[src/source/sram_params.svh]
`ifndef SRAM_PARAMS_SVH
`define SRAM_PARAMS_SVH

// word width in bits
`define SRAM_DATA_W 32

// byte address width, word address is two bits shorter
`define SRAM_ADDR_W 12

// words written by the boot loader before fetches open up
`define SRAM_BOOT_WORDS 16

`endif
[src/source/sram_pkg.sv]
`default_nettype none

package sram_pkg;

`include "sram_params.svh"

   // one bus word
   typedef logic [`SRAM_DATA_W-1:0] data_t;

   // word address, byte offset dropped
   typedef logic [`SRAM_ADDR_W-3:0] waddr_t;

   // one strobe per byte lane
   typedef logic [`SRAM_DATA_W/8-1:0] wstrb_t;

   // request as seen by the memory
   typedef struct packed {
      waddr_t addr;
      data_t  wdata;
      wstrb_t wstrb;  // all zero means read
   } mem_req_t;

   typedef enum logic {
      boot_load,
      boot_done
   } boot_state_t;

   // a request without strobes is a read
   function automatic logic is_read(mem_req_t req);
      return ~(|req.wstrb);
   endfunction

endpackage

`default_nettype wire

[src/source/sram_boot_ctrl.sv]
`timescale 1ns/1ps
`default_nettype none

`include "sram_params.svh"

module sram_boot_ctrl (
   input  wire logic               clk_i,
   input  wire logic               reset_i,

   // boot word stream, no back-pressure
   input  wire logic               boot_valid_i,
   input  wire sram_pkg::data_t    boot_data_i,

   // fetch requests from the core
   input  wire logic               fetch_valid_i,
   input  wire sram_pkg::mem_req_t fetch_req_i,
   output logic                    fetch_ready_o,
   output logic                    boot_done_o,

   // instruction side toward the arbiter
   output logic                    i_valid_o,
   output sram_pkg::mem_req_t      i_req_o
);

   import sram_pkg::*;

   boot_state_t state;
   waddr_t      boot_cnt;   // next word to load
   logic        last_word;

   assign last_word = (boot_cnt == waddr_t'(`SRAM_BOOT_WORDS - 1));

   always_ff @(posedge clk_i) begin
      if (reset_i) begin
         state    <= boot_load;
         boot_cnt <= '0;
      end else if (state == boot_load && boot_valid_i) begin
         boot_cnt <= boot_cnt + 1'b1;
         if (last_word) begin
            state <= boot_done;   // on the edge taking the final word
         end
      end
   end

   // request path is purely combinational
   always_comb begin
      i_req_o = fetch_req_i;
      i_valid_o = fetch_valid_i;
      fetch_ready_o = 1'b1;
      if (state == boot_load) begin
         // full word write, fetches held off
         i_valid_o = boot_valid_i;
         i_req_o.addr = boot_cnt;
         i_req_o.wdata = boot_data_i;
         i_req_o.wstrb = '1;
         fetch_ready_o = 1'b0;
      end
   end

   assign boot_done_o = (state == boot_done);

endmodule

`default_nettype wire

[config.mk]
export PLATFORM = sky130hd
export DESIGN_NAME = sram_boot_ctrl
export DESIGN_NICKNAME = d
export VERILOG_FILES = /design/src/source/sram_pkg.sv /design/src/source/sram_boot_ctrl.sv
export VERILOG_INCLUDE_DIRS = /design/src /design/src/source
export SDC_FILE = /design/constraint.sdc
export NUM_CORES = 1
export LEC_CHECK = 0
export BUFFER_PORTS_ARGS = -buffer_cell sky130_fd_sc_hd__buf_2
export CAP_MARGIN = 10
export CORE_MARGIN = 3
export CORE_UTILIZATION = 30
export CTS_CLUSTER_DIAMETER = 200
export DETAILED_ROUTE_END_ITERATION = 12
export HOLD_SLACK_MARGIN = 0.08
export PLACE_DENSITY = 0.78
export SETUP_SLACK_MARGIN = 0.5
export SLEW_MARGIN = 20
export SYNTH_ARGS = -nofsm -noshare
export SYNTH_HDL_FRONTEND = slang
export SYNTH_SLANG_ARGS = --single-unit
[constraint.sdc]
create_clock -name clk_i -period 4.45 [get_ports clk_i]
set_clock_uncertainty 0.1 [all_clocks]
set_input_delay 0.89 -clock clk_i [delete_from_list [all_inputs] [get_ports clk_i]]
set_output_delay 0.89 -clock clk_i [all_outputs]
set_load 0.005 [all_outputs]
==> results.yml <==
grt:
  grt_overflow: 0
  antenna_found_initial: 0
  first_global_vias: 1323
  grt_pass1_wl_mm: 5.37
  grt_max_degree: 55
  grt_usage: 0.156
floorplan:
  rows: 21
  start_util: 0.315
  die_w_um: 65.6
  die_area_um2: 4310
  die_h_um: 65.6
  core-area_um2: 3390
  io_pins: 131
placement:
  place_ws_ps: 1830
  dp_hpwl_mm: 2.93
  finalWeightedCongestion: 0.742
  portBuffers: 130
setup_path:
  crit_path_cell_trace: "nor2b_1 -> a21o_1 -> buf_2"
  reg2reg_to: "boot_cnt[9]"
  arrival_ps: 1910
  critPathBufInv: 1
  cp_slowest_cell: "dfxtp_2"
  critPathMaxStageDelay_ps: 1050
  rr_worst_depth: 3
  regToRegSetupSlack_ps: 2560
  cp.depth: 3
  crit_family: "flip-flops"
  criticalPathCategory: "reg -> out"
  critPathLaunchType: "flop"
  crit_path_end_kind: "output pin"
  r2r-start: "boot_done_o"
  crit_start: "boot_done_o"
  crit_required_ps: 3460
  worstPathMaxFanout: 54
yosys:
  synth_nets: 193
  ys_ff_latch: 11
  seq_area_frac_synth: 0.206
  synth_area_per_cell_um2: 9.70
  ys_types: 28
  syn_inst: 110
  synth_largest_area_cell: "mux2_2"
  synthesis.area_um2: 1070
  synth_top_area_frac: 0.443
  ys_top_cells_by_area: "mux2_2, dfxtp_1, a21oi_1"
  synth_warnings: 0
power_and_ir_drop:
  power_per_cell_area_nw_per_um2: 143
  p_leak_nw: 0.882
  ir_drop_uv: 56.7
sta:
  fin_ws_ps: 1550
  timing.final.crit_share: 0.651
  setup-tns-final_ps: 0
  finalHoldViolations: 0
  fmax_ghz: 0.345
  rsz0062_at_grt: "false"
  setup_viol: 0
  timing.slew.headroom: 0.279
  worst_slew_pin_slew_ps: 1080
  slew_violations: 0
  fin_crit_ps: 2900
routing:
  vias: 1341
  dr.first_iter.drc_count: 37
  wirelength_mm: 3.48
  vias_per_cell: 4.77
  drc: 0
  firstDrtPassIters: 4
  detail-route-antenna-nets: 0
  wl_per_cell_um: 12.4
clock_tree:
  cts_sinks: 11
  clock_latency_ps: 270
  root_buffer: "clkbuf_4"
  htree_levels: 1
  tritoncts: "built"
  clk_path_buf_depth: 2
  postCtsSetupBuffers: 0
  postCtsHoldBufs: 0
  cts_resized: 0
  cts.clk_slew.worst_paths_ps: 70
  cts_buffers: 3
hold_path:
  hold_path.class: "reg -> reg"
  holdPathStages: 2
  hold_path.startpoint: "boot_cnt[9]"
  min_to: "boot_cnt[9]"
layout:
  nets: 319
  area_growth_pct: 63.8
  fill_cells: 330
  antennaDiodeCount: 0
  drive_above_1_share: 0.757
outcome:
  outcome: "finished, final reports clean"
run:
  cap_violations: 0
==> stage by stage <==
step / hold slack (ps) / cell area (um2) / total power [mW] / utilization / instances
floorplan: 363 / 1070 / 0.131 / - / 110
global placement: 396 / 1720 / 0.182 / 0.508 / 277
detailed placement: 403 / 1720 / 0.184 / 0.508 / 277
CTS: 414 / 1750 / 0.254 / 0.516 / 281
global route: 441 / 1750 / 0.267 / 0.516 / 281
finish: 404 / 1750 / 0.250 / 0.516 / 281
==> placed cells by master, fill, tap and decap left out <==
| cell | netlist | routed |
|---|---|---|
| buf_2 | 2 | 130 |
| mux2_2 | 42 | 42 |
| dfxtp_1 | 11 | 10 |
| a21oi_1 | 7 | 7 |
| nand2b_1 | 4 | 4 |
| o21ai_0 | 4 | 4 |
| or3_1 | 4 | 4 |
| nor2_1 | 4 | 4 |
| nand4_1 | 3 | 3 |
| o31ai_1 | 3 | 3 |
| or4_1 | 3 | 3 |
| clkbuf_4 | 0 | 3 |
| nand3b_1 | 2 | 2 |
| nand2_1 | 2 | 2 |
| nor2b_1 | 1 | 1 |
| a21o_1 | 1 | 1 |
| inv_1 | 1 | 1 |
| nand4b_4 | 1 | 1 |
| xor2_1 | 1 | 1 |
| mux2i_1 | 1 | 1 |
| xnor2_1 | 1 | 1 |
| nor4_1 | 1 | 1 |
| nor4bb_1 | 1 | 1 |
| o21ba_2 | 1 | 1 |
| nand3_1 | 1 | 1 |
| ha_1 | 1 | 1 |
| dfxtp_2 | 0 | 1 |
| clkbuf_1 | 4 | 1 |
==> worst max path at each step <==
stage and to:
6_report i_valid_o, 3_3_place_gp i_req_o[27], 3_5_place_dp i_valid_o, 5_1_grt i_valid_o
4_1_cts i_valid_o, 2_1_floorplan i_valid_o
==> tightest hold or removal path, stage by stage (launching register included) <==
cell,delay (ps)
dfxtp_1,340
o31ai_1,70
a21oi_1,50
==> logic make-up after synthesis <==
group,share of synthesized area
AOI/OAI and AO/OA,0.0891
xor gates and xnor gates,0.0164
adders and majority gates,0.0117
buffers and inverters,0.0551
DFF,0.206
muxes,0.453
and+or+nand+nor,0.169
==> report_power, final <==
part | internal, mW | total (mW) | switching [mW]
combinational | 0.0514 | 0.0778 | 0.0264
clock | 0.0348 | 0.0692 | 0.0344
sequential | 0.100 | 0.103 | 0.00272
total | 0.186 | 0.250 | 0.0636
==> area by class of cell <==
| cell class | count | area [um2] | share of cell area |
|---|---|---|---|
| Multi-Input combinational cell | 89 | 788 | 0.451 |
| Timing Repair Buffer | 130 | 651 | 0.372 |
| Sequential cell | 11 | 221 | 0.127 |
| Tap cell | 46 | 57.6 | 0.0329 |
| Clock buffer | 4 | 26.3 | 0.0150 |
| Inverter | 1 | 3.75 | 0.00215 |
==> registers in the layout, summed over array words and instances, names as in the netlist <==
name / count
boot_done_o: 1
boot_cnt: 10
==> layer usage <==
| metal | vias up | GRT usage | routed length (um) |
|---|---|---|---|
| li1 | 665 | - | - |
| met1 | 602 | 0.156 | 1190 |
| met2 | 69 | 0.314 | 1940 |
| met3 | 5 | 0.0222 | 290 |
| met4 | 0 | 0.0622 | 56 |
| met5 | - | 0 | 0 |
==> cell usage after synthesis <==
cell type  instances
a21o_1             1
nand2b_1           4
nor2b_1            1
ha_1               1
buf_6              2
buf_2              2
nand2_1            2
nand3_1            1
o21ai_0            4
nand3b_1           2
clkbuf_1           4
mux2i_1            1
o21ba_2            1
nor2_1             4
nor4_1             1
inv_1              1
mux2_2            42
nand4b_4           1
xnor2_1            1
dfxtp_1           11
or4_1              3
a21oi_1            7
xor2_1             1
nor4bb_1           1
nand4_1            3
o31ai_1            3
or3_1              4
buf_4              1
Power figures use the tool's default switching activity.
