## src/source/sram_params.svh

```systemverilog
`ifndef SRAM_PARAMS_SVH
`define SRAM_PARAMS_SVH

// word width in bits
`define SRAM_DATA_W 32

// byte address width, word address is two bits shorter
`define SRAM_ADDR_W 12

// words written by the boot loader before fetches open up
`define SRAM_BOOT_WORDS 16

`endif
```

## src/source/sram_pkg.sv

```systemverilog
`default_nettype none

package sram_pkg;

`include "sram_params.svh"

   // one bus word
   typedef logic [`SRAM_DATA_W-1:0] data_t;

   // word address, byte offset dropped
   typedef logic [`SRAM_ADDR_W-3:0] waddr_t;

   // one strobe per byte lane
   typedef logic [`SRAM_DATA_W/8-1:0] wstrb_t;

   // request as seen by the memory
   typedef struct packed {
      waddr_t addr;
      data_t  wdata;
      wstrb_t wstrb;  // all zero means read
   } mem_req_t;

   typedef enum logic {
      boot_load,
      boot_done
   } boot_state_t;

   // a request without strobes is a read
   function automatic logic is_read(mem_req_t req);
      return ~(|req.wstrb);
   endfunction

endpackage

`default_nettype wire

```

## src/source/sram_arbiter.sv

```systemverilog
`timescale 1ns/1ps
`default_nettype none

module sram_arbiter (
   input  wire logic               clk_i,
   input  wire logic               reset_i,

   // instruction port, always wins
   input  wire logic               i_valid_i,
   input  wire sram_pkg::mem_req_t i_req_i,
   output logic                    i_ready_o,
   output logic                    i_rvalid_o,

   // data port
   input  wire logic               d_valid_i,
   input  wire sram_pkg::mem_req_t d_req_i,
   output logic                    d_ready_o,
   output logic                    d_rvalid_o,

   // toward the memory
   output logic                    mem_en_o,
   output sram_pkg::mem_req_t      mem_req_o
);

   import sram_pkg::*;

   logic d_accept;    // data request taken this cycle
   logic i_rd_nxt;
   logic d_rd_nxt;

   assign i_ready_o = 1'b1;         // memory takes a request every cycle
   assign d_ready_o = ~i_valid_i;   // blocked while the instruction side is busy

   assign d_accept = d_valid_i & ~i_valid_i;

   // fixed priority select
   always_comb begin
      if (i_valid_i) begin
         mem_req_o = i_req_i;
      end else begin
         mem_req_o = d_req_i;
      end
   end

   assign mem_en_o = i_valid_i | d_valid_i;

   // only reads get a response
   assign i_rd_nxt = i_valid_i & is_read(i_req_i);
   assign d_rd_nxt = d_accept & is_read(d_req_i);

   // lines up with the registered memory output
   always_ff @(posedge clk_i) begin
      if (reset_i) begin
         i_rvalid_o <= 1'b0;
         d_rvalid_o <= 1'b0;
      end else begin
         i_rvalid_o <= i_rd_nxt;
         d_rvalid_o <= d_rd_nxt;
      end
   end

endmodule

`default_nettype wire

```

## config.mk

```make
export PLATFORM = sky130hd
export DESIGN_NAME = sram_arbiter
export DESIGN_NICKNAME = d
export VERILOG_FILES = /design/src/source/sram_pkg.sv /design/src/source/sram_arbiter.sv
export VERILOG_INCLUDE_DIRS = /design/src /design/src/source
export SDC_FILE = /design/constraint.sdc
export NUM_CORES = 1
export LEC_CHECK = 0
export BUFFER_PORTS_ARGS = -buffer_cell sky130_fd_sc_hd__buf_2
export CAP_MARGIN = 0
export CORE_AREA = 2 2 57 59
export DETAILED_ROUTE_END_ITERATION = 8
export DIE_AREA = 0 0 59 61
export PLACE_DENSITY = 0.78
export SETUP_SLACK_MARGIN = 0.1
export SYNTH_ARGS = -nofsm -noshare
export SYNTH_HDL_FRONTEND = slang
export SYNTH_SLANG_ARGS = --single-unit
```

## constraint.sdc

```tcl
create_clock -name clk_i -period 1.8 [get_ports clk_i]
set_clock_uncertainty 0.2 [all_clocks]
set_input_delay 0.09 -clock clk_i [delete_from_list [all_inputs] [get_ports clk_i]]
set_output_delay 0.09 -clock clk_i [all_outputs]
set_load 0.1 [all_outputs]
```

==> metrics.cfg, run 1 <==
[outcome]
outcome=completed

[cts]
cts_tree=yes
clock_tree.root_cell=clkbuf_4
cts_inserted_buffers=3
cts_num_sinks=2
clk_transition_reported_paths_ps=30
htree_num_levels=1
cts-resized-gates=0
clockBufferDepth=2

[layout]
drive_gt1_frac=0.962
area.growth.synth_to_final_pct=226
utilization=0.738
layoutNonFillerInstCount=241
number_of_nets_in_the_layout=306
num_antenna_cells=0

[routing]
wl_per_cell_um=16.5
dr.first_iter.drc_count=24
post_drt_via_cell_ratio=4.64
first_pass_iters=6
routed_wirelength_um=3980
via_count=1119
final_antenna_net_count=0
route.detailed.drc=0

[floorplan]
die_h_um=61
initial_util=0.227
core_sq_um=2950
rows=20
ios=147
die_area_sq_um=3600
die_w_um=59

[global_routing]
grt.total_usage=0.211
first_pass_grt_wire_length_um=5460
grt_antenna_before_repair=0
via_count_of_the_first_global_routing_pass=1101
globalRouteOverflowTotal=0
largest_net_degree_at_the_start_of_global_routing=50

[synthesis]
synth_cells=61
ys_seq_area_frac=0.0598
count_of_distinct_cell_types_in_the_synthesized_netlist=12
mappedNetlistNets=157
synth_largest_type_area_fraction=0.774
syn-cell-area_sq_um=669
synth_register_bits=2
netlist.top_cell.by_area=mux2_2
netlist_top_cells_area=mux2_2 (77%), dfxtp_1 (6.0%), buf_6 (3.4%)
synth_warnings=0
synth.avg_cell_area_sq_um=11.0

[power_and_ir_drop]
p_leak_uw=0.00109
peakVddDrop_v=0.000341
power.density_cell_area_nw_per_um2=648

[min_path]
worstHoldPathType=input pin to output pin
hold_path_depth=3
min_to=mem_en_o
hp-start=d_valid_i

[place]
io_buffers=145
numPlacedInstances=234
place_hpwl_um=3570
routabilityCongestion=0.904
detailedPlace.worstSlack_ps=470

[timing]
unrepaired_setup_endpoints_after_global_routing=no
clock_period_minus_worst_slack_ps=1640
timing_max_transition_violations_final=0
setup-violations-final=0
finalHoldWorstSlack_ps=347
timing.fmax_mhz=609
setup_slack_ps=159
finalSetupTns_ps=0
final-hold-violation-count=0
finalCritPeriodShare=0.912

[worst_setup_path]
path_class=input pin to register
crit_fanout=2
cp.arrival_ps=1610
worstPathRequired_ps=1770
worst_setup_start_kind=input pin
critical_path_sink_type=register

[job]
max_cap_violations=0

what timing repair did:
| item | CTS | global route |
|---|---|---|
| endpoints found under the hold margin | 2 | 0 |
| buffers inserted | 0 | 0 |
| hold buffers | 4 | 0 |
registers in the layout, summed over array words and instances (netlist names):
name	flops
i_rvalid_o	1
d_rvalid_o	1
layer usage:
layer / wire [um] / track usage / share of wire / vias up
li1: - / - / - / 524
met1: 1360 / 0.223 / 0.34 / 511
met2: 2230 / 0.419 / 0.56 / 79
met3: 338 / 0.0426 / 0.085 / 5
met4: 48 / 0.0584 / 0.012 / 0
met5: 0 / 0 / 0 / -
worst max-delay path: stages:
cell and delay [ps]:
dlygate4sd3_1 540, buf_2 140, nor4_4 250, dlygate4sd3_1 580
per-stage QoR:
step	cell area, sq um	total power, uW
floorplan	669	805
global placement	2120	1300
detailed placement	2120	1310
CTS	2180	1420
global route	2180	1450
finish	2180	1410
cells by family after synthesis:
| kind of cell | synth area share |
|---|---|
| multiplexers | 0.774 |
| AND/OR/NAND/NOR | 0.0879 |
| other | 0.00560 |
| buffers and inverters | 0.0729 |
| flip-flops | 0.0598 |
synth_stat cells (all sizes together):
master / instances
or2: 1
nor3: 1
conb: 1
mux2: 46
or4b: 1
dfxtp: 2
buf: 6
inv: 1
nor4: 1
or4: 1
layout make-up:
cell class	instances	area (sq um)
Timing Repair Buffer	150	1490
Fill cell	217	773
Multi-Input combinational cell	52	581
Tap cell	33	41.3
Sequential cell	2	40.0
Clock buffer	3	22.5
Inverter	1	3.75
worst max path at each step:
stage | slack, ps | from | endpoint | depth (start not counted)
after detailed placement | 470 | i_valid_i | mem_req_o[42] | 4
after CTS | 190 | d_req_i[3] | d_rvalid_o | 4
after floorplan | 600 | d_rvalid_o | d_rvalid_o | 0
after global routing | 120 | d_req_i[3] | d_rvalid_o | 4
final | 160 | d_req_i[3] | d_rvalid_o | 4
after global placement | 470 | i_valid_i | mem_req_o[42] | 4
power breakdown:
group	internal [uW]	switching (uW)	total, uW
clock network	73.7	28.9	103
logic	469	795	1260
registers	45.1	0.120	45.2
placed cells by master (no fill, tap or decap):
| cell type | instances |
|---|---|
| or4_1 | 1 |
| dlygate4sd3_1 | 4 |
| dfxtp_1 | 2 |
| mux2_2 | 46 |
| buf_12 | 48 |
| nor3_2 | 1 |
| nor4_4 | 1 |
| or2_2 | 1 |
| or4b_4 | 1 |
| inv_2 | 1 |
| buf_2 | 98 |
| clkbuf_4 | 3 |
| conb_1 | 1 |
No activity file was read; power rests on OpenSTA's default activity.
==> run 2: changes to the inputs <==
- REMOVE_ABC_BUFFERS: not set -> 1
- SLEW_MARGIN: not set -> 5
==> metrics.cfg, run 2 (synthesized netlist as in run 1, its figures left out) <==
[job]
max_cap_violations=0

[worst_setup_path]
critPathBufInv=3
critical-path-top-delay-family=buffers and inverters
timing.critical_path.slowest_stage_cell=dlygate4sd3_1
crit_path_max_incr_delay_ps=590
crit_fanout=2
worst_setup_start_kind=input pin
crit_path_frequent_cell=dlygate4sd3_1
critical_path_sink_type=register
cp.arrival_ps=1560
path_class=input pin to register
path_cells=dlygate4sd3_1 > buf_2 > nor4_4 > dlygate4sd3_1
worstPathRequired_ps=1760

[routing]
wl_per_cell_um=15.0
route.detailed.drc=0
final_antenna_net_count=0
first_pass_iters=4
via_count=1094
post_drt_via_cell_ratio=4.54
routed_wirelength_um=3610
dr.first_iter.drc_count=22

[cts]
cts_num_sinks=2
clock_tree.root_cell=clkbuf_4
cts_setup_buffers=0
cts_tree=yes
cts_inserted_buffers=3
htree_num_levels=1
clockBufferDepth=2
clk_transition_reported_paths_ps=30

[place]
routabilityCongestion=0.804
place_hpwl_um=3240
dpl_cell_area_sq_um=2120
io_buffers=145

[min_path]
worstHoldPathType=input pin to output pin

[layout]
filler_cell_count=187
seq_area_sq_um=40.0
number_of_nets_in_the_layout=306
drive_gt1_frac=0.962
combined_area_of_the_multi_input_logic_cells_sq_um=581
reg.largest.list=d_rvalid_o x1, i_rvalid_o x1
most_frequent_standard_cell_in_the_layout_excluding_fill_and_tap_cells=buf_2
num_antenna_cells=0
layout.cells.most_common_list=buf_2 (98), buf_12 (48), mux2_2 (46), dlygate4sd3_1 (4), clkbuf_4 (3)
area.growth.synth_to_final_pct=226
final_design_area_no_fill_sq_um=2180

[floorplan]
die_w_um=59
initial_util=0.227
core_sq_um=2950
die_area_sq_um=3600
die_h_um=61
rows=20
ios=147

[timing]
unrepaired_setup_endpoints_after_global_routing=no
finalCritPeriodShare=0.886
setup-violations-final=0
final-hold-violation-count=0
timing.fmax_mhz=627
clock_period_minus_worst_slack_ps=1590
timing_max_transition_violations_final=0
finalSetupTns_ps=0

[power_and_ir_drop]
power.density_cell_area_nw_per_um2=643
p_leak_uw=0.00109
power.total_uw=1400
peakVddDrop_v=0.000340

[global_routing]
via_count_of_the_first_global_routing_pass=1128
first_pass_grt_wire_length_um=4800
largest_net_degree_at_the_start_of_global_routing=50
grt.total_usage=0.178
grt_antenna_before_repair=0
globalRouteOverflowTotal=0

[outcome]
outcome=completed

## run 2: cell counts in the layout (fill, tap and decap cells not counted)
Identical to the previous run, type by type.
## run 2: path summary, 6_finish.rpt
kind / from / cells past startpoint / slack [ps] / end
setup / recovery: d_req_i[2] / 4 / 210 / d_rvalid_o
hold / removal: d_valid_i / 3 / 360 / mem_en_o
## run 2: layout make-up
cell class,count,share of cell area
Tap cell,33,0.0189
Inverter,1,0.00172
Multi-Input combinational cell,52,0.266
Timing Repair Buffer,150,0.684
Sequential cell,2,0.0184
Clock buffer,3,0.0103
## run 2: repair_timing
item | 4_1_cts | 5_1_grt
gates resized for setup | 0 | 0
hold endpoints to repair | 2 | 0
hold buffers | 4 | 0
## run 2: power by group
| part | internal [uW] | total [uW] | switching [uW] |
|---|---|---|---|
| combinational | 469 | 1260 | 790 |
| clock | 73.5 | 98.9 | 25.4 |
| sequential | 45.0 | 45.1 | 0.0696 |
## run 2: through the flow
step	util	setup WS, ps	hold slack (ps)	cells
2_1_floorplan	-	601	-41.5	55
3_3_place_gp	0.717	476	88.0	234
3_5_place_dp	0.717	467	86.5	234
4_1_cts	0.738	262	360	241
5_1_grt	0.738	159	376	241
6_report	0.738	205	358	241
## run 2: metal layers
metal  vias up  wire (um)  track usage
li1        525          -            -
met1       494       1040        0.156
met2        71       2260        0.392
met3         4        287       0.0320
met4         0         27       0.0584
met5         -          0            0
